==> src/design/rob_pkg.sv <==
/*
  Shared types for the reorder buffer.
  The entry count is a module parameter and is not defined here.
*/
package rob_pkg;

  ////////////////////////////////////////
  // data widths
  ////////////////////////////////////////

  // result and operand values
  typedef logic [63:0] word_t;

  // architectural register number
  typedef logic [4:0] arch_reg_t;

  // destination shown on an idle retire port
  localparam arch_reg_t ZERO_REG = 5'd31;

  ////////////////////////////////////////
  // encodings
  ////////////////////////////////////////

  // per-entry lifecycle, the fourth code is never entered
  typedef enum logic [1:0] {
    ROBE_EMPTY    = 2'b00,
    ROBE_INUSE    = 2'b01,
    ROBE_COMPLETE = 2'b10
  } entry_state_t;

  // branch outcome reported with a CDB result
  typedef enum logic [1:0] {
    BRANCH_NONE      = 2'b00,
    BRANCH_TAKEN     = 2'b01,
    BRANCH_NOT_TAKEN = 2'b10,
    BRANCH_HALT      = 2'b11
  } branch_kind_t;

endpackage

==> src/design/rob_ctrl_if.sv <==
/*
  Link between pointer control and the entry array.
  Slot and retire enables act at the next clock edge.
*/
interface rob_ctrl_if #(
  parameter int NUM_ENTRIES = 32,
  localparam int TAG_W = $clog2(NUM_ENTRIES)
);

  // dispatch slots, slot 1 is older
  logic               slot1_en;
  logic [TAG_W-1:0]   slot1_tag;
  rob_pkg::arch_reg_t slot1_dest;
  logic               slot2_en;
  logic [TAG_W-1:0]   slot2_tag;
  rob_pkg::arch_reg_t slot2_dest;
  logic               retire1_en;
  logic               retire2_en;

  // entry status back to control
  rob_pkg::entry_state_t states [NUM_ENTRIES];
  rob_pkg::branch_kind_t head_branch;
  logic                  head_mispredicted;
  rob_pkg::branch_kind_t next_branch;
  logic                  next_mispredicted;

  modport ctrl (
    output slot1_en, slot1_tag, slot1_dest, slot2_en, slot2_tag, slot2_dest,
    output retire1_en, retire2_en,
    input  states, head_branch, head_mispredicted, next_branch, next_mispredicted
  );

  modport array (
    input  slot1_en, slot1_tag, slot1_dest, slot2_en, slot2_tag, slot2_dest,
    input  retire1_en, retire2_en,
    output states, head_branch, head_mispredicted, next_branch, next_mispredicted
  );

endinterface

==> src/design/rob_pointer_control.sv <==
/*
  Head and tail pointers, dispatch tags and the retire decision.
  Dispatch is dropped without notice while rob_full is high.
  NUM_ENTRIES need not be a power of two, but it must be at least 4.
*/
module rob_pointer_control #(
  parameter int NUM_ENTRIES = 32,
  localparam int TAG_W = $clog2(NUM_ENTRIES)
) (
  input  logic               clock,
  input  logic               reset,
  input  logic               inst1_valid,
  input  logic               inst2_valid,
  input  rob_pkg::arch_reg_t inst1_dest,
  input  rob_pkg::arch_reg_t inst2_dest,
  output logic [TAG_W-1:0]   head,
  output logic [TAG_W-1:0]   inst1_tag,
  output logic [TAG_W-1:0]   inst2_tag,
  output logic               inst1_tag_valid,
  output logic               inst2_tag_valid,
  output logic               retire1_valid,
  output logic               retire2_valid,
  output logic [TAG_W-1:0]   retire1_tag,
  output logic [TAG_W-1:0]   retire2_tag,
  output logic               rob_full,
  output logic               rob_empty,
  rob_ctrl_if.ctrl           ctrl
);

  localparam logic [TAG_W-1:0] LAST = TAG_W'(NUM_ENTRIES - 1);

  logic [TAG_W-1:0] tail;
  logic [TAG_W-1:0] head_plus_one;
  logic [TAG_W-1:0] head_plus_two;
  logic [TAG_W-1:0] tail_plus_one;
  logic [TAG_W-1:0] tail_plus_two;
  logic             accept1;
  logic             accept2;

  // wrap by compare, not by overflow
  assign head_plus_one = (head == LAST) ? '0 : head + 1'b1;
  assign head_plus_two = (head_plus_one == LAST) ? '0 : head_plus_one + 1'b1;
  assign tail_plus_one = (tail == LAST) ? '0 : tail + 1'b1;
  assign tail_plus_two = (tail_plus_one == LAST) ? '0 : tail_plus_one + 1'b1;

  ////////////////////////////////////////
  // dispatch
  ////////////////////////////////////////
  assign rob_full = (ctrl.states[tail_plus_one] != rob_pkg::ROBE_EMPTY) ||
                    (ctrl.states[tail_plus_two] != rob_pkg::ROBE_EMPTY);
  assign accept1  = inst1_valid && !rob_full;
  assign accept2  = inst2_valid && !rob_full;

  // a lone inst2 takes the first free slot
  assign inst1_tag       = tail_plus_one;
  assign inst2_tag       = accept1 ? tail_plus_two : tail_plus_one;
  assign inst1_tag_valid = accept1;
  assign inst2_tag_valid = accept2;

  assign ctrl.slot1_en   = accept1;
  assign ctrl.slot1_tag  = inst1_tag;
  assign ctrl.slot1_dest = inst1_dest;
  assign ctrl.slot2_en   = accept2;
  assign ctrl.slot2_tag  = inst2_tag;
  assign ctrl.slot2_dest = inst2_dest;

  ////////////////////////////////////////
  // retire
  ////////////////////////////////////////
  // the pair retires only behind a plain, correctly predicted head
  assign retire1_valid = (ctrl.states[head] == rob_pkg::ROBE_COMPLETE);
  assign retire2_valid = retire1_valid &&
                         (ctrl.states[head_plus_one] == rob_pkg::ROBE_COMPLETE) &&
                         (ctrl.head_branch == rob_pkg::BRANCH_NONE) &&
                         !ctrl.head_mispredicted &&
                         (ctrl.next_branch != rob_pkg::BRANCH_HALT) &&
                         !ctrl.next_mispredicted;
  assign retire1_tag     = head;
  assign retire2_tag     = head_plus_one;
  assign ctrl.retire1_en = retire1_valid;
  assign ctrl.retire2_en = retire2_valid;

  always_comb
  begin
    rob_empty = 1'b1;
    for (int i = 0; i < NUM_ENTRIES; i++)
    begin
      if (ctrl.states[i] != rob_pkg::ROBE_EMPTY)
      begin
        rob_empty = 1'b0;
      end
    end
  end

  always_ff @(posedge clock)
  begin
    if (reset)
    begin
      head <= '0;
      tail <= LAST;
    end
    else
    begin
      if (retire1_valid)
      begin
        head <= retire2_valid ? head_plus_two : head_plus_one;
      end
      if (accept1 || accept2)
      begin
        tail <= (accept1 && accept2) ? tail_plus_two : tail_plus_one;
      end
    end
  end

endmodule

==> src/flat_wrapper.sv <==
// flat-port wrapper written by rule: the top's interface ports become plain ports
module rob_pointer_control_flat 
#(
  parameter int NUM_ENTRIES = 32,
  localparam int TAG_W = $clog2(NUM_ENTRIES)
)
  (clock, reset, inst1_valid, inst2_valid, inst1_dest, inst2_dest, head, inst1_tag, inst2_tag, inst1_tag_valid, inst2_tag_valid, retire1_valid, retire2_valid, retire1_tag, retire2_tag, rob_full, rob_empty, ctrl_slot1_en, ctrl_slot1_tag, ctrl_slot1_dest, ctrl_slot2_en, ctrl_slot2_tag, ctrl_slot2_dest, ctrl_retire1_en, ctrl_retire2_en, ctrl_states, ctrl_head_branch, ctrl_head_mispredicted, ctrl_next_branch, ctrl_next_mispredicted);
  rob_ctrl_if #(.NUM_ENTRIES(NUM_ENTRIES)) ctrl_i ();
  input  logic clock;
  input  logic reset;
  input  logic inst1_valid;
  input  logic inst2_valid;
  input  rob_pkg::arch_reg_t inst1_dest;
  input  rob_pkg::arch_reg_t inst2_dest;
  output logic [TAG_W-1:0] head;
  output logic [TAG_W-1:0] inst1_tag;
  output logic [TAG_W-1:0] inst2_tag;
  output logic inst1_tag_valid;
  output logic inst2_tag_valid;
  output logic retire1_valid;
  output logic retire2_valid;
  output logic [TAG_W-1:0] retire1_tag;
  output logic [TAG_W-1:0] retire2_tag;
  output logic rob_full;
  output logic rob_empty;
  output wire logic [$bits(ctrl_i.slot1_en)-1:0] ctrl_slot1_en;
  output wire logic [$bits(ctrl_i.slot1_tag)-1:0] ctrl_slot1_tag;
  output wire logic [$bits(ctrl_i.slot1_dest)-1:0] ctrl_slot1_dest;
  output wire logic [$bits(ctrl_i.slot2_en)-1:0] ctrl_slot2_en;
  output wire logic [$bits(ctrl_i.slot2_tag)-1:0] ctrl_slot2_tag;
  output wire logic [$bits(ctrl_i.slot2_dest)-1:0] ctrl_slot2_dest;
  output wire logic [$bits(ctrl_i.retire1_en)-1:0] ctrl_retire1_en;
  output wire logic [$bits(ctrl_i.retire2_en)-1:0] ctrl_retire2_en;
  input wire logic [$bits(ctrl_i.states)-1:0] ctrl_states;
  input wire logic [$bits(ctrl_i.head_branch)-1:0] ctrl_head_branch;
  input wire logic [$bits(ctrl_i.head_mispredicted)-1:0] ctrl_head_mispredicted;
  input wire logic [$bits(ctrl_i.next_branch)-1:0] ctrl_next_branch;
  input wire logic [$bits(ctrl_i.next_mispredicted)-1:0] ctrl_next_mispredicted;
  assign ctrl_slot1_en = ctrl_i.slot1_en;
  assign ctrl_slot1_tag = ctrl_i.slot1_tag;
  assign ctrl_slot1_dest = ctrl_i.slot1_dest;
  assign ctrl_slot2_en = ctrl_i.slot2_en;
  assign ctrl_slot2_tag = ctrl_i.slot2_tag;
  assign ctrl_slot2_dest = ctrl_i.slot2_dest;
  assign ctrl_retire1_en = ctrl_i.retire1_en;
  assign ctrl_retire2_en = ctrl_i.retire2_en;
  assign ctrl_i.states = {>>{ctrl_states}};
  assign ctrl_i.head_branch = ctrl_head_branch;
  assign ctrl_i.head_mispredicted = ctrl_head_mispredicted;
  assign ctrl_i.next_branch = ctrl_next_branch;
  assign ctrl_i.next_mispredicted = ctrl_next_mispredicted;
  rob_pointer_control #(.NUM_ENTRIES(NUM_ENTRIES)) u_core (.clock(clock), .reset(reset), .inst1_valid(inst1_valid), .inst2_valid(inst2_valid), .inst1_dest(inst1_dest), .inst2_dest(inst2_dest), .head(head), .inst1_tag(inst1_tag), .inst2_tag(inst2_tag), .inst1_tag_valid(inst1_tag_valid), .inst2_tag_valid(inst2_tag_valid), .retire1_valid(retire1_valid), .retire2_valid(retire2_valid), .retire1_tag(retire1_tag), .retire2_tag(retire2_tag), .rob_full(rob_full), .rob_empty(rob_empty), .ctrl(ctrl_i));
endmodule
==> config.mk <==
export PLATFORM = sky130hd
export DESIGN_NAME = rob_pointer_control_flat
export DESIGN_NICKNAME = d
export VERILOG_FILES = /design/src/design/rob_pkg.sv /design/src/design/rob_ctrl_if.sv /design/src/design/rob_pointer_control.sv /design/src/flat_wrapper.sv
export SDC_FILE = /design/constraint.sdc
export NUM_CORES = 1
export LEC_CHECK = 0
export ABC_CLOCK_PERIOD_IN_PS = 9200
export BUFFER_PORTS_ARGS = -buffer_cell sky130_fd_sc_hd__buf_2
export CAP_MARGIN = 10
export CORE_ASPECT_RATIO = 1.25
export CORE_UTILIZATION = 53
export CTS_BUF_LIST = sky130_fd_sc_hd__clkbuf_16
export CTS_CLUSTER_DIAMETER = 30
export DETAILED_ROUTE_END_ITERATION = 10
export GPL_TIMING_DRIVEN = 0
export PLACE_DENSITY_LB_ADDON = 0.1
export SYNTH_ARGS = -nofsm -noshare
export SYNTH_HDL_FRONTEND = slang
export SYNTH_SLANG_ARGS = --single-unit
==> constraint.sdc <==
create_clock -name clock -period 9.2 [get_ports clock]
set_clock_uncertainty 0.15 [all_clocks]
set_input_delay 0.46 -clock clock [delete_from_list [all_inputs] [get_ports clock]]
set_output_delay 0.46 -clock clock [all_outputs]
set_load 0.02 [all_outputs]
# --- Yosys cells after proc, flatten, opt, wreduce, memory -nomap -nowiden ---
# Index checks and enable logic that the tools add are counted.
classes:
  add_sub_neg: 4
  order_cmp: 4
  eq_ne: 7
  mux: 51
  n_bitwise: 4
  reduce_logical: 48
ops:
  columns: ["operator", "count"]
  rows:
  - ["$reduce_bool A2 Y1", 34]
  - ["$bmux W2 S5", 4]
  - ["$mux W5", 7]
  - ["$mux W1", 32]
  - ["$ge A6 B6 Y1 const B", 4]
  - ["$not A5 Y6", 4]
  - ["$add A5 B1 Y5 const B", 4]
  - ["$eq A5 B5 Y1 const B", 4]
  - ["$mux W2", 8]
  - ["$logic_and A1 B1 Y1", 8]
  - ["$eq A2 B2 Y1 const B", 2]
  - ["$logic_not A1 Y1", 3]
  - ["$logic_not A2 Y1", 1]
  - ["$logic_or A1 B1 Y1", 2]
  - ["$ne A2 B2 Y1 const B", 1]
word_totals:
  regBits: 10
  in_bits: 84
  output_inout_bits: 55
  word_cells: 120

# --- Logic depth before layout (Yosys ltp) ---
# Gate-level depths: netlist of the first run.
logic_depth:
  depth_word: 33
  mapped_depth: 17
  mapped_depth_nobuf: 14

# --- Worst setup path before layout of the first run ---
# OpenSTA, ideal clock, no wires.
synth_timing:
  kind: "flip-flop to output port"
  from: "register u_core.tail[1]"
  to: "output port inst2_tag[4]"
  arrival_time_ns: 4.252
  required_time_ns: 8.590
  setup_slack_ns: 4.338
  path_stages_with_launch: 17
  cell_sequence: "dfxtp_1 ha_1 and3_1 ha_1 or2_1 buf_2 clkinv_1 and3_1 ha_1 inv_1 a2111oi_0 or4_1 mux2i_2 mux2i_4 nor3_4 mux2i_1 buf_4"
synth_via:
  elab_chain_cells: 13
synth_rtl:
  columns: ["item", "line_no", "source"]
  rows:
  - ["from (decl)", "rob_pointer_control.sv:32", "logic [TAG_W-1:0] tail;"]
  - ["from (signal assigned)", "rob_pointer_control.sv:110", "tail <= (accept1 && accept2) ? tail_plus_two : tail_plus_one;"]
  - ["$add A5 B1 Y5 / $eq A5 B5 Y1 (equally long branches)", "rob_pointer_control.sv:43", "assign tail_plus_one = (tail == LAST) ? '0 : tail + 1'b1;"]
  - ["$mux W5 *", "rob_pointer_control.sv:43", null]
  - ["net ctrl_slot1_tag[2]", "flat_wrapper.sv:27", "output wire logic [$bits(ctrl_i.slot1_tag)-1:0] ctrl_slot1_tag;"]
  - ["$add A5 B1 Y5 / $eq A5 B5 Y1 (equally long branches)", "rob_pointer_control.sv:44", "assign tail_plus_two = (tail_plus_one == LAST) ? '0 : tail_plus_one + 1'b1;"]
  - ["$mux W5", "rob_pointer_control.sv:44", null]
  - ["$not A5 Y6 (implied by the code)", "rob_pointer_control.sv:50", "(ctrl.states[tail_plus_two] != rob_pkg::ROBE_EMPTY);"]
  - ["$bmux W2 S5", "rob_pointer_control.sv:50", null]
  - ["$mux W2 (implied by the code) (2 in a row)", "rob_pointer_control.sv:50", null]
  - ["$reduce_bool A2 Y1", "rob_pointer_control.sv:50", null]
  - ["$logic_or A1 B1 Y1 *", "rob_pointer_control.sv:49", "assign rob_full = (ctrl.states[tail_plus_one] != rob_pkg::ROBE_EMPTY) ||"]
  - ["$logic_not A1 Y1 *", "rob_pointer_control.sv:51", "assign accept1 = inst1_valid && !rob_full;"]
  - ["$logic_and A1 B1 Y1 *", "rob_pointer_control.sv:51", null]
  - ["net ctrl_slot1_en", "flat_wrapper.sv:26", "output wire logic [$bits(ctrl_i.slot1_en)-1:0] ctrl_slot1_en;"]
  - ["$mux W5 *", "rob_pointer_control.sv:56", "assign inst2_tag = accept1 ? tail_plus_two : tail_plus_one;"]
  - ["to (decl)", "flat_wrapper.sv:17", "output logic [TAG_W-1:0] inst2_tag;"]
# Mark *: on every way through the listed nets, which the timed path passes. The rest lies on a longest branch. The select of a mux whose other input is x is not followed.

# --- Worst setup path after layout of the first run ---
layout_timing:
  from: "register u_core.tail[0]"
  to: "output port inst2_tag[3]"
layout_via:
  elab_chain_cells: 13
layout_rtl:
  columns: ["item", "line_no"]
  rows:
  - ["$add A5 B1 Y5 / $eq A5 B5 Y1 (equally long branches)", "rob_pointer_control.sv:43"]
  - ["$mux W5 *", "rob_pointer_control.sv:43"]
  - ["$add A5 B1 Y5 / $eq A5 B5 Y1 (equally long branches)", "rob_pointer_control.sv:44"]
  - ["$mux W5", "rob_pointer_control.sv:44"]
  - ["$not A5 Y6 (implied by the code)", "rob_pointer_control.sv:50"]
  - ["$bmux W2 S5", "rob_pointer_control.sv:50"]
  - ["$mux W2 (implied by the code) (2 in a row)", "rob_pointer_control.sv:50"]
  - ["$reduce_bool A2 Y1", "rob_pointer_control.sv:50"]
  - ["$logic_or A1 B1 Y1", "rob_pointer_control.sv:49"]
  - ["$logic_not A1 Y1", "rob_pointer_control.sv:51"]
  - ["$logic_and A1 B1 Y1", "rob_pointer_control.sv:51"]
  - ["$mux W5 *", "rob_pointer_control.sv:56"]
# Every way passes the cells marked *; elsewhere a longest branch is shown, timed or not. The select of a mux whose other input is x is not followed.

==> flow_summary.toml, run 1 <==
[place]
portBuffers = 126
hpwlAfterDp_um = 8380
dpl_cell_area_um2 = 3710
place_ws_ns = 4.14
dp_cells = 563
routabilityCongestion = 0.975

[setup_path]
startpoint = "u_core.tail[0]"
critPathCaptureType = "output pin"
r2r_cells = 15
r2r_end = "u_core.tail[2]"
cp.required_ns = 8.59
startpoint_type = "register"
path_class = "register to output pin"
path_max_fanout = 8
reg2reg_from = "u_core.tail[0]"
cp.arrival_ns = 4.76
r2r_slack_ns = 4.78

[final_layout]
final_core_util_pct = 69.6
layout_commonest_cell = "buf_2"
layout.nets = 597
layout_common_cells = "buf_2, nor2_1, buf_4"
n_antenna_cell = 0
synthToLayoutAreaGrowth_pct = 26.2
finalNonFillerCells = 566
fin_area_um2 = 3790
drive_above_1_share_pct = 44.2

[yosys]
syn_nets = 466
synth_seq_cells = 10
ys.flop_type = "dfxtp_1"
synth_compound_area_share_pct = 18.8
syn_area_um2 = 3000
avgSynthCellArea_um2 = 8.05
synthSimpleGateAreaFrac_pct = 30.4
yosys-top-cells-area = "mux4_2, buf_4, dfxtp_1"
synth_top_area_cell = "mux4_2"
yosysUniqueCellTypes = 72
yosysTopAreaCellShare_pct = 15.0
synthMuxAreaShare_pct = 22.5
synthCells = 373
synth_edf_count = 0
synth_top_family_by_area = "simple AND/OR/NAND/NOR gates"
synth_xor_xnor_area_share_pct = 2.04
synthAdderAreaFrac_pct = 3.75
ys_seq_area_share_pct = 6.67
ys.warnings.count = 0
ys_async_sr_fraction_pct = 0

[drt]
vias = 3488
wire_per_inst_um = 18.1
drc = 0
ant_nets = 0
wirelength_um = 10200
dr.first_iter.drc_count = 336
via_per_inst = 6.16
first_pass_iters = 5

[floorplanning]
chipWidth_um = 69.3
start_util_pct = 55.1
die-area_um2 = 5970
die_y_um = 86.1
core_um2 = 5440
num_io_pins = 139
rows = 30

[global_routing]
grt_usage_pct = 33.0
grt_pass1_vias = 3168
grt_max_degree = 12
grt_overflow_total = 0
antenna_found_initial = 0
grt_pass1_wl_um = 15500

[hold_path]
hold_class = "register to register"
holdPathEnd = "u_core.tail[4]"
hold-path-cell-count = 1
min_from = "u_core.tail[4]"

[clock_network]
path_clk_slew_ns = 0.04
insertion_delay_ns = 0.23
clockBufferDepth = 2
cts_root_buf = "clkbuf_16"
cts_tree = "built"
cts_setup_buffers = 0
cts.sinks = 10
cts_hold_buffers = 0
cts_buffers = 3
ctsHtreeMaxLevel = 1
ctsResizeCount = 0

[timing]
finalHoldViolations = 0
drv_slew = 0
tightest_slew_ns = 0.613
post-route-min-period_ns = 5.37
setup_violations = 0
rsz0062_at_grt = "false"
layout_setup_ws_ns = 3.83
max_freq_mhz = 186
slew_headroom_pct = 58.1
fin_crit_sh_pct = 58.3
fin_tns_setup_ns = 0

[power]
power.leakage_nw = 1.77
power_per_cell_area_nw_per_um2 = 349
ir_worst_vdd_mv = 0.325

[flow_run]
drv_cap = 0

[status]
status = "complete, no violations"
==> routing by layer <==
| layer | GRT usage, % | vias to the layer above | routed length, um |
|---|---|---|---|
| li1 | - | 1638 | - |
| met1 | 38.6 | 1608 | 3930 |
| met2 | 61.4 | 205 | 5220 |
| met3 | 3.64 | 37 | 656 |
| met4 | 12.6 | 0 | 408 |
| met5 | 0 | - | 0 |
==> Yosys cell counts (all sizes together) (2+ instances only) <==
library cell and number:
o41ai 2, o221ai 5, nand4 10, nor4 11
buf 45, and3 8, a221oi 2, a21oi 8
and4 2, nor3 7, inv 23, mux2 4
nand2 19, clkbuf 7, dfxtp 10, a311oi 5
a31oi 6, and2 2, a32oi 3, xnor2 6
nand3b 3, or4 4, nor3b 7, o211ai 4
a211oi 3, a21o 2, a211o 2, mux4 21
nor2b 16, a2111oi 8, o21ai 5, or2 5
mux2i 13, nor2 42, nand3 9, ha 9
nand2b 19
==> registers in the layout (all words and copies together), names as in the netlist <==
name / count
u_core.tail: 5
u_core.head: 5
==> critical path, stage by stage, from the launching register on <==
cell and delay [ns]:
dfxtp_1 0.40, ha_1 0.21, and3_1 0.16, ha_1 0.28, or2_1 0.14, buf_2 0.20, clkinv_1 0.24, and3_1 0.26
ha_1 0.34, inv_1 0.28, a2111oi_0 0.12, or4_1 0.56, mux2i_2 0.22, mux2i_4 0.14, nor3_4 0.35, mux2_4 0.34
buf_4 0.13, buf_2 0.15
==> stage by stage <==
| stage | hold WS [ns] | total power (W) |
|---|---|---|
| after floorplan | 0.309 | 0.000943 |
| after global placement | 0.329 | 0.00122 |
| after detailed placement | 0.349 | 0.00123 |
| after CTS | 0.359 | 0.00131 |
| after global routing | 0.375 | 0.00140 |
| final | 0.356 | 0.00132 |
==> power breakdown <==
part | switching [W] | internal (W) | leakage [nW]
Combinational | 0.000692 | 0.000483 | 1.65
Sequential | 0.0000142 | 0.0000572 | 0.0817
Clock | 0.0000213 | 0.0000565 | 0.0370
==> kinds of logic (layout without fill, tap and decap cells) <==
kind of cell / after synthesis / in the layout
xor gates and xnor gates: 7 / 7
DFF: 10 / 10
muxes: 38 / 38
adders and majority gates: 9 / 9
buffers and inverters: 76 / 205
and+or+nand+nor: 166 / 166
AOI/OAI and AO/OA: 67 / 67
==> worst max-delay path by stage <==
stage	end	cells past startpoint
2_1_floorplan	inst2_tag[4]	16
3_3_place_gp	inst2_tag[2]	17
3_5_place_dp	inst2_tag[2]	17
4_1_cts	inst2_tag[2]	17
5_1_grt	inst2_tag[2]	17
6_report	inst2_tag[3]	17
==> layout make-up <==
cell class	instances	area, um^2
plain buffers	52	379
clock buffers	3	75.1
fillers	495	1660
inverters	24	95.1
multi-input cells	287	2330
flip-flops and latches	10	200
well taps	64	80.1
repair buffers	126	631
Power figures use the tool's default switching activity.
==> run 2: changes to the inputs <==
--- a/config.mk
+++ b/config.mk
@@ -5,11 +5,12 @@
 export SDC_FILE = /design/constraint.sdc
 export NUM_CORES = 1
 export LEC_CHECK = 0
-export ABC_CLOCK_PERIOD_IN_PS = 9200
+export ABC_AREA = 1
+export ABC_CLOCK_PERIOD_IN_PS = 4600
 export BUFFER_PORTS_ARGS = -buffer_cell sky130_fd_sc_hd__buf_2
 export CAP_MARGIN = 10
 export CORE_ASPECT_RATIO = 1.25
-export CORE_UTILIZATION = 53
+export CORE_UTILIZATION = 45
 export CTS_BUF_LIST = sky130_fd_sc_hd__clkbuf_16
 export CTS_CLUSTER_DIAMETER = 30
 export DETAILED_ROUTE_END_ITERATION = 10
==> constraint.sdc (replaced) <==
create_clock -name clock -period 4.6 [get_ports clock]
set_clock_uncertainty 0.15 [all_clocks]
set_input_delay 0.23 -clock clock [delete_from_list [all_inputs] [get_ports clock]]
set_output_delay 0.23 -clock clock [all_outputs]
set_load 0.02 [all_outputs]
==> run 2 against run 1 <==
- sequential power up 88%
- total power up 24%
- combinational power up 16%
- hold slack worse by 0.078 ns
- cell count up 44%
- largest power group unchanged
- highest routed layer unchanged
==> flow_summary.toml, run 2 <==
[place]
dp_cells = 814
hpwlAfterDp_um = 9560
place_ws_ns = 1.08
routabilityCongestion = 1.02
portBuffers = 127

[yosys]
ys.warnings.count = 0
synthCells = 600
yosysTopAreaCellShare_pct = 20.1
synthTopCellsByCount = "nand2_1, nand3_1, nor2_1"
syn_nets = 693
synth_most_common_cell = "nand2_1"
syn_area_um2 = 3170
avgSynthCellArea_um2 = 5.29
yosys-top-cells-area = "nand2_1, nand3_1, nor2_1"
synth_edf_count = 0
ys_seq_area_share_pct = 6.31
synth_top_area_cell = "nand2_1"
synth_seq_cells = 10
ys_async_sr_fraction_pct = 0
yosysUniqueCellTypes = 41
ys.flop_type = "dfxtp_1"

[floorplanning]
num_io_pins = 139
die-area_um2 = 7390
core_um2 = 6690
chipWidth_um = 77.1
start_util_pct = 47.4
rows = 33
die_y_um = 95.9

[clock_network]
cts.sinks = 10
cts_root_buf = "clkbuf_16"
ctsResizeCount = 0
cts_setup_buffers = 0
cts_tree = "built"
cts_hold_buffers = 0
path_clk_slew_ns = 0.04
ctsHtreeMaxLevel = 1
clockBufferDepth = 2
cts_buffers = 3
insertion_delay_ns = 0.24

[global_routing]
met2_usage_pct = 58.4
grt_pass1_vias = 3798
grt_pass1_wl_um = 17700
grt_overflow_total = 0
grt-busiest-layer = "met2"
antenna_found_initial = 0
grt_max_degree = 12
globalRouteMet1Util_pct = 33.7
grt_usage_pct = 30.4
gr-usage-met3_pct = 3.03

[timing]
drv_slew = 0
tightest_slew_ns = 0.496
fin_crit_sh_pct = 82.3
max_freq_mhz = 264
post-route-min-period_ns = 3.79
fin_tns_setup_ns = 0
rsz0062_at_grt = "false"
finalHoldViolations = 0
slew_headroom_pct = 66.9
setup_violations = 0
whs_ns = 0.278
layout_setup_ws_ns = 0.812

[drt]
dr.first_iter.drc_count = 364
wirelength_um = 11400
ant_nets = 0
via_per_inst = 5.26
drc = 0
first_pass_iters = 5
vias = 4297
wire_per_inst_um = 14.0

[final_layout]
nFillCells = 712
synthToLayoutAreaGrowth_pct = 25.8
finalNonFillerCells = 817
layout_common_cells = "nand2_1, buf_2, nand3_1"
top_regs = "u_core.head (5), u_core.tail (5)"
layout_commonest_cell = "nand2_1"
drive_above_1_share_pct = 31.1
n_antenna_cell = 0
layout.nets = 825

[power]
p_total_w = 0.00164
power_per_cell_area_nw_per_um2 = 412
ir_worst_vdd_mv = 0.404
power.leakage_nw = 2.25

[setup_path]
cp.arrival_ns = 3.41
path_class = "register to output pin"
critPathCaptureType = "output pin"
startpoint_type = "register"
cp.required_ns = 4.22
path_max_fanout = 10

[flow_run]
drv_cap = 0

[status]
status = "complete, no violations"

[hold_path]
hold_class = "primary input to register"
run 2: cell count changes after synthesis, sizes merged, moves of 11 or more:
cell and change:
a21oi +11, inv +50, mux2i -13, mux4 -21, nand2 +167, nand2b -19
nand3 +95, nor2 +42, nor2b -15, o21ai +24
run 2: final cells by class:
type,count,area (um^2),area share [%]
sequential,10,200,5.02
clock buffer,3,75.1,1.88
multi-input combinational,469,2320,58.1
buffer,47,370,9.28
timing repair buffer,127,636,15.9
tap,87,109,2.73
inverter,74,283,7.08
run 2: power by group:
part           switching (W)  internal, W  leakage, nW
Sequential         0.0000314     0.000102       0.0816
Combinational       0.000884     0.000472         2.13
Clock              0.0000406     0.000113       0.0370
run 2: stage by stage:
step	util, %	instance area, um^2
floorplan	-	3170
global route	59.7	3990
global placement	58.5	3920
detailed placement	58.5	3920
finish	59.7	3990
CTS	59.7	3990
run 2: cells by family after synthesis:
group / Yosys count / share of synthesized area, %
XOR/XNOR: 1 / 0.513
AND/OR/NAND/NOR: 401 / 58.7
buffers and inverters: 121 / 20.6
flip-flops: 10 / 6.31
adder cells (fa/ha/maj): 9 / 3.55
AO/OA/AOI/OAI: 58 / 10.3
run 2: path summary, 6_finish.rpt:
kind | from | endpoint | slack, ns | depth (start not counted)
max | u_core.tail[0] | inst2_tag[1] | 0.81 | 20
min | reset | u_core.head[4] | 0.28 | 2
max reg2reg | u_core.tail[0] | u_core.tail[3] | 1.37 | 18
min reg2reg | u_core.tail[4] | u_core.tail[4] | 0.33 | 2
run 2: layer usage:
| metal | up-vias | routed length [um] |
|---|---|---|
| met2 | 203 | 5820 |
| li1 | 2161 | - |
| met1 | 1903 | 4470 |
| met4 | 0 | 405 |
| met5 | - | 0 |
| met3 | 30 | 748 |
run 2: critical path, cell delays in order, from the launching register on:
cell     delay, ns
dfxtp_1       0.37
ha_1          0.24
nand2_1       0.13
nor2_1        0.06
ha_1          0.23
inv_2         0.10
nand2_1       0.07
nor2_2        0.32
nand2_1       0.10
nor2_1        0.15
ha_1          0.29
inv_1         0.13
nand2_1       0.06
nand3_1       0.09
nand2_2       0.08
inv_4         0.07
nand3_4       0.09
buf_6         0.16
o21ai_1       0.15
buf_4         0.13
buf_2         0.14
==> run 3: changes to the inputs <==
--- a/config.mk
+++ b/config.mk
@@ -6,11 +6,11 @@
 export NUM_CORES = 1
 export LEC_CHECK = 0
 export ABC_AREA = 1
-export ABC_CLOCK_PERIOD_IN_PS = 4600
+export ABC_CLOCK_PERIOD_IN_PS = 3610
 export BUFFER_PORTS_ARGS = -buffer_cell sky130_fd_sc_hd__buf_2
 export CAP_MARGIN = 10
 export CORE_ASPECT_RATIO = 1.25
-export CORE_UTILIZATION = 45
+export CORE_UTILIZATION = 50
 export CTS_BUF_LIST = sky130_fd_sc_hd__clkbuf_16
 export CTS_CLUSTER_DIAMETER = 30
 export DETAILED_ROUTE_END_ITERATION = 10
==> constraint.sdc (replaced) <==
create_clock -name clock -period 3.61 [get_ports clock]
set_clock_uncertainty 0.15 [all_clocks]
set_input_delay 0.1805 -clock clock [delete_from_list [all_inputs] [get_ports clock]]
set_output_delay 0.1805 -clock clock [all_outputs]
set_load 0.02 [all_outputs]
==> run 3 against run 2 <==
- combinational power grew 28%
- non-clock buffer count grew 2
- clock-buffer cell count is the same
- critical path type unchanged
- critical endpoint is now inst2_tag[4]
==> flow_summary.toml, run 3 (same netlist as run 2, synthesis figures left out) <==
[status]
status = "complete, no violations"

[clock_network]
cts_tree = "built"
insertion_delay_ns = 0.23
cts_hold_buffers = 0
cts.sinks = 10
clockBufferDepth = 2
path_clk_slew_ns = 0.04
ctsHtreeMaxLevel = 1
cts_root_buf = "clkbuf_16"
cts_buffers = 3

[global_routing]
grt_usage_pct = 33.9
grt_max_degree = 12
grt_pass1_vias = 3965
grt_overflow_total = 0
grt_pass1_wl_um = 17800
antenna_found_initial = 0

[place]
routabilityCongestion = 0.969
portBuffers = 127
dp_cells = 812
hpwlAfterDp_um = 9300

[final_layout]
top_regs = "u_core.head (5), u_core.tail (5)"
layout_commonest_cell = "nand2_1"
n_antenna_cell = 0
nFillCells = 653
final_core_util_pct = 65.1
drive_above_1_share_pct = 31.6
layout_common_cells = "nand2_1, buf_2, nand3_1"
finalNonFillerCells = 817
layout.nets = 827
synthToLayoutAreaGrowth_pct = 26.6

[drt]
ant_nets = 0
wire_per_inst_um = 13.7
via_per_inst = 5.35
vias = 4368
dr.first_iter.drc_count = 284
first_pass_iters = 5
drc = 0
wirelength_um = 11200

[setup_path]
cp_common_cell = "nand2_1"
startpoint_type = "register"
path_class = "register to output pin"
cp.required_ns = 3.28
crit_slowest_cell = "dfxtp_1"
path_max_fanout = 10
path_buf_inv = 7
critPathCaptureType = "output pin"
cpPeakStageDelay_ns = 0.38
crit_family = "buffers and inverters"
cp.arrival_ns = 3.11
path_cells = "ha_1 > nand2_1 > nor2_1 > ha_2 > inv_2 > nand2_1 > nor2_4 > inv_2 > nor2_1 > ha_1 > inv_1 > nand2_1 > nand3_1 > nand2_2 > inv_4 > nand3_4 > buf_6 > o21ai_1 > buf_4 > buf_2"

[hold_path]
hold_class = "primary input to register"

[timing]
tightest_slew_ns = 0.519
rsz0062_at_grt = "false"
max_freq_mhz = 291
setup_violations = 0
fin_tns_setup_ns = 0
fin_crit_sh_pct = 95.3
slew_headroom_pct = 65.4
post-route-min-period_ns = 3.44
finalHoldViolations = 0
drv_slew = 0

[floorplanning]
chipWidth_um = 73.2
num_io_pins = 139
core_um2 = 6170
die_y_um = 91.1
start_util_pct = 51.4
rows = 32
die-area_um2 = 6670

[power]
power_per_cell_area_nw_per_um2 = 524
power.leakage_nw = 2.26
ir_worst_vdd_mv = 0.411
p_total_w = 0.00211

[flow_run]
drv_cap = 0
run 3: stage by stage:
| stage | hold slack, ns | instance area, um^2 | setup WS [ns] |
|---|---|---|---|
| final | 0.244 | 4020 | 0.169 |
| after global placement | 0.316 | 3910 | 0.228 |
| after CTS | 0.242 | 4010 | 0.0248 |
| after floorplan | 0.297 | 3170 | 0.257 |
| after global routing | 0.280 | 4020 | 0.00496 |
| after detailed placement | 0.321 | 3910 | 0.137 |
run 3: report_power, final:
part / leakage [nW] / switching [W] / internal, W
registers: 0.0815 / 0.0000398 / 0.000130
clock network: 0.0370 / 0.0000497 / 0.000143
logic: 2.14 / 0.00113 / 0.000612
total: 2.26 / 0.00122 / 0.000886
run 3: worst paths after layout:
path,slack (ns),startpoint,cells past startpoint,endpoint
setup / recovery,0.17,u_core.tail[1],20,inst2_tag[4]
hold / removal,0.24,inst1_valid,5,u_core.tail[0]
setup reg to reg,0.53,u_core.head[1],17,u_core.head[4]
hold reg to reg,0.33,u_core.tail[4],2,u_core.tail[4]
run 3: what timing repair did:
item,CTS,global route
pin swaps,2,0
gates resized for setup,1,3
setup endpoints to repair,9,11
buffers inserted,2,0
cloned,0,0
run 3: routing by layer:
metal  wire length (um)  GRT usage (%)  vias up
met5                  0              0        -
met4                500           15.7        0
met3                756           4.88       48
met2               5610           61.9      228
met1               4310           37.2     1933
li1                   -              -     2159
run 3: layout make-up:
type	count	area (um^2)	share of cell area, %
buffer	47	370	9.22
clock buffer	3	75.1	1.87
inverter	74	283	7.04
multi-input combinational	469	2330	57.9
sequential	10	204	5.08
tap	85	106	2.65
timing repair buffer	129	651	16.2
run 3: worst reg2reg max path, stage by stage (launching register included):
cell     delay (ns)
dfxtp_1        0.55
ha_1           0.25
nand2_1        0.07
nor2_1         0.09
ha_1           0.26
inv_2          0.09
nand2_2        0.15
buf_4          0.22
nand3_1        0.09
nand3_1        0.10
nand3_1        0.09
nand3_1        0.13
nand3_1        0.14
nand2_4        0.13
nand2_2        0.09
or2_0          0.20
nand2_1        0.07
a21oi_1        0.06
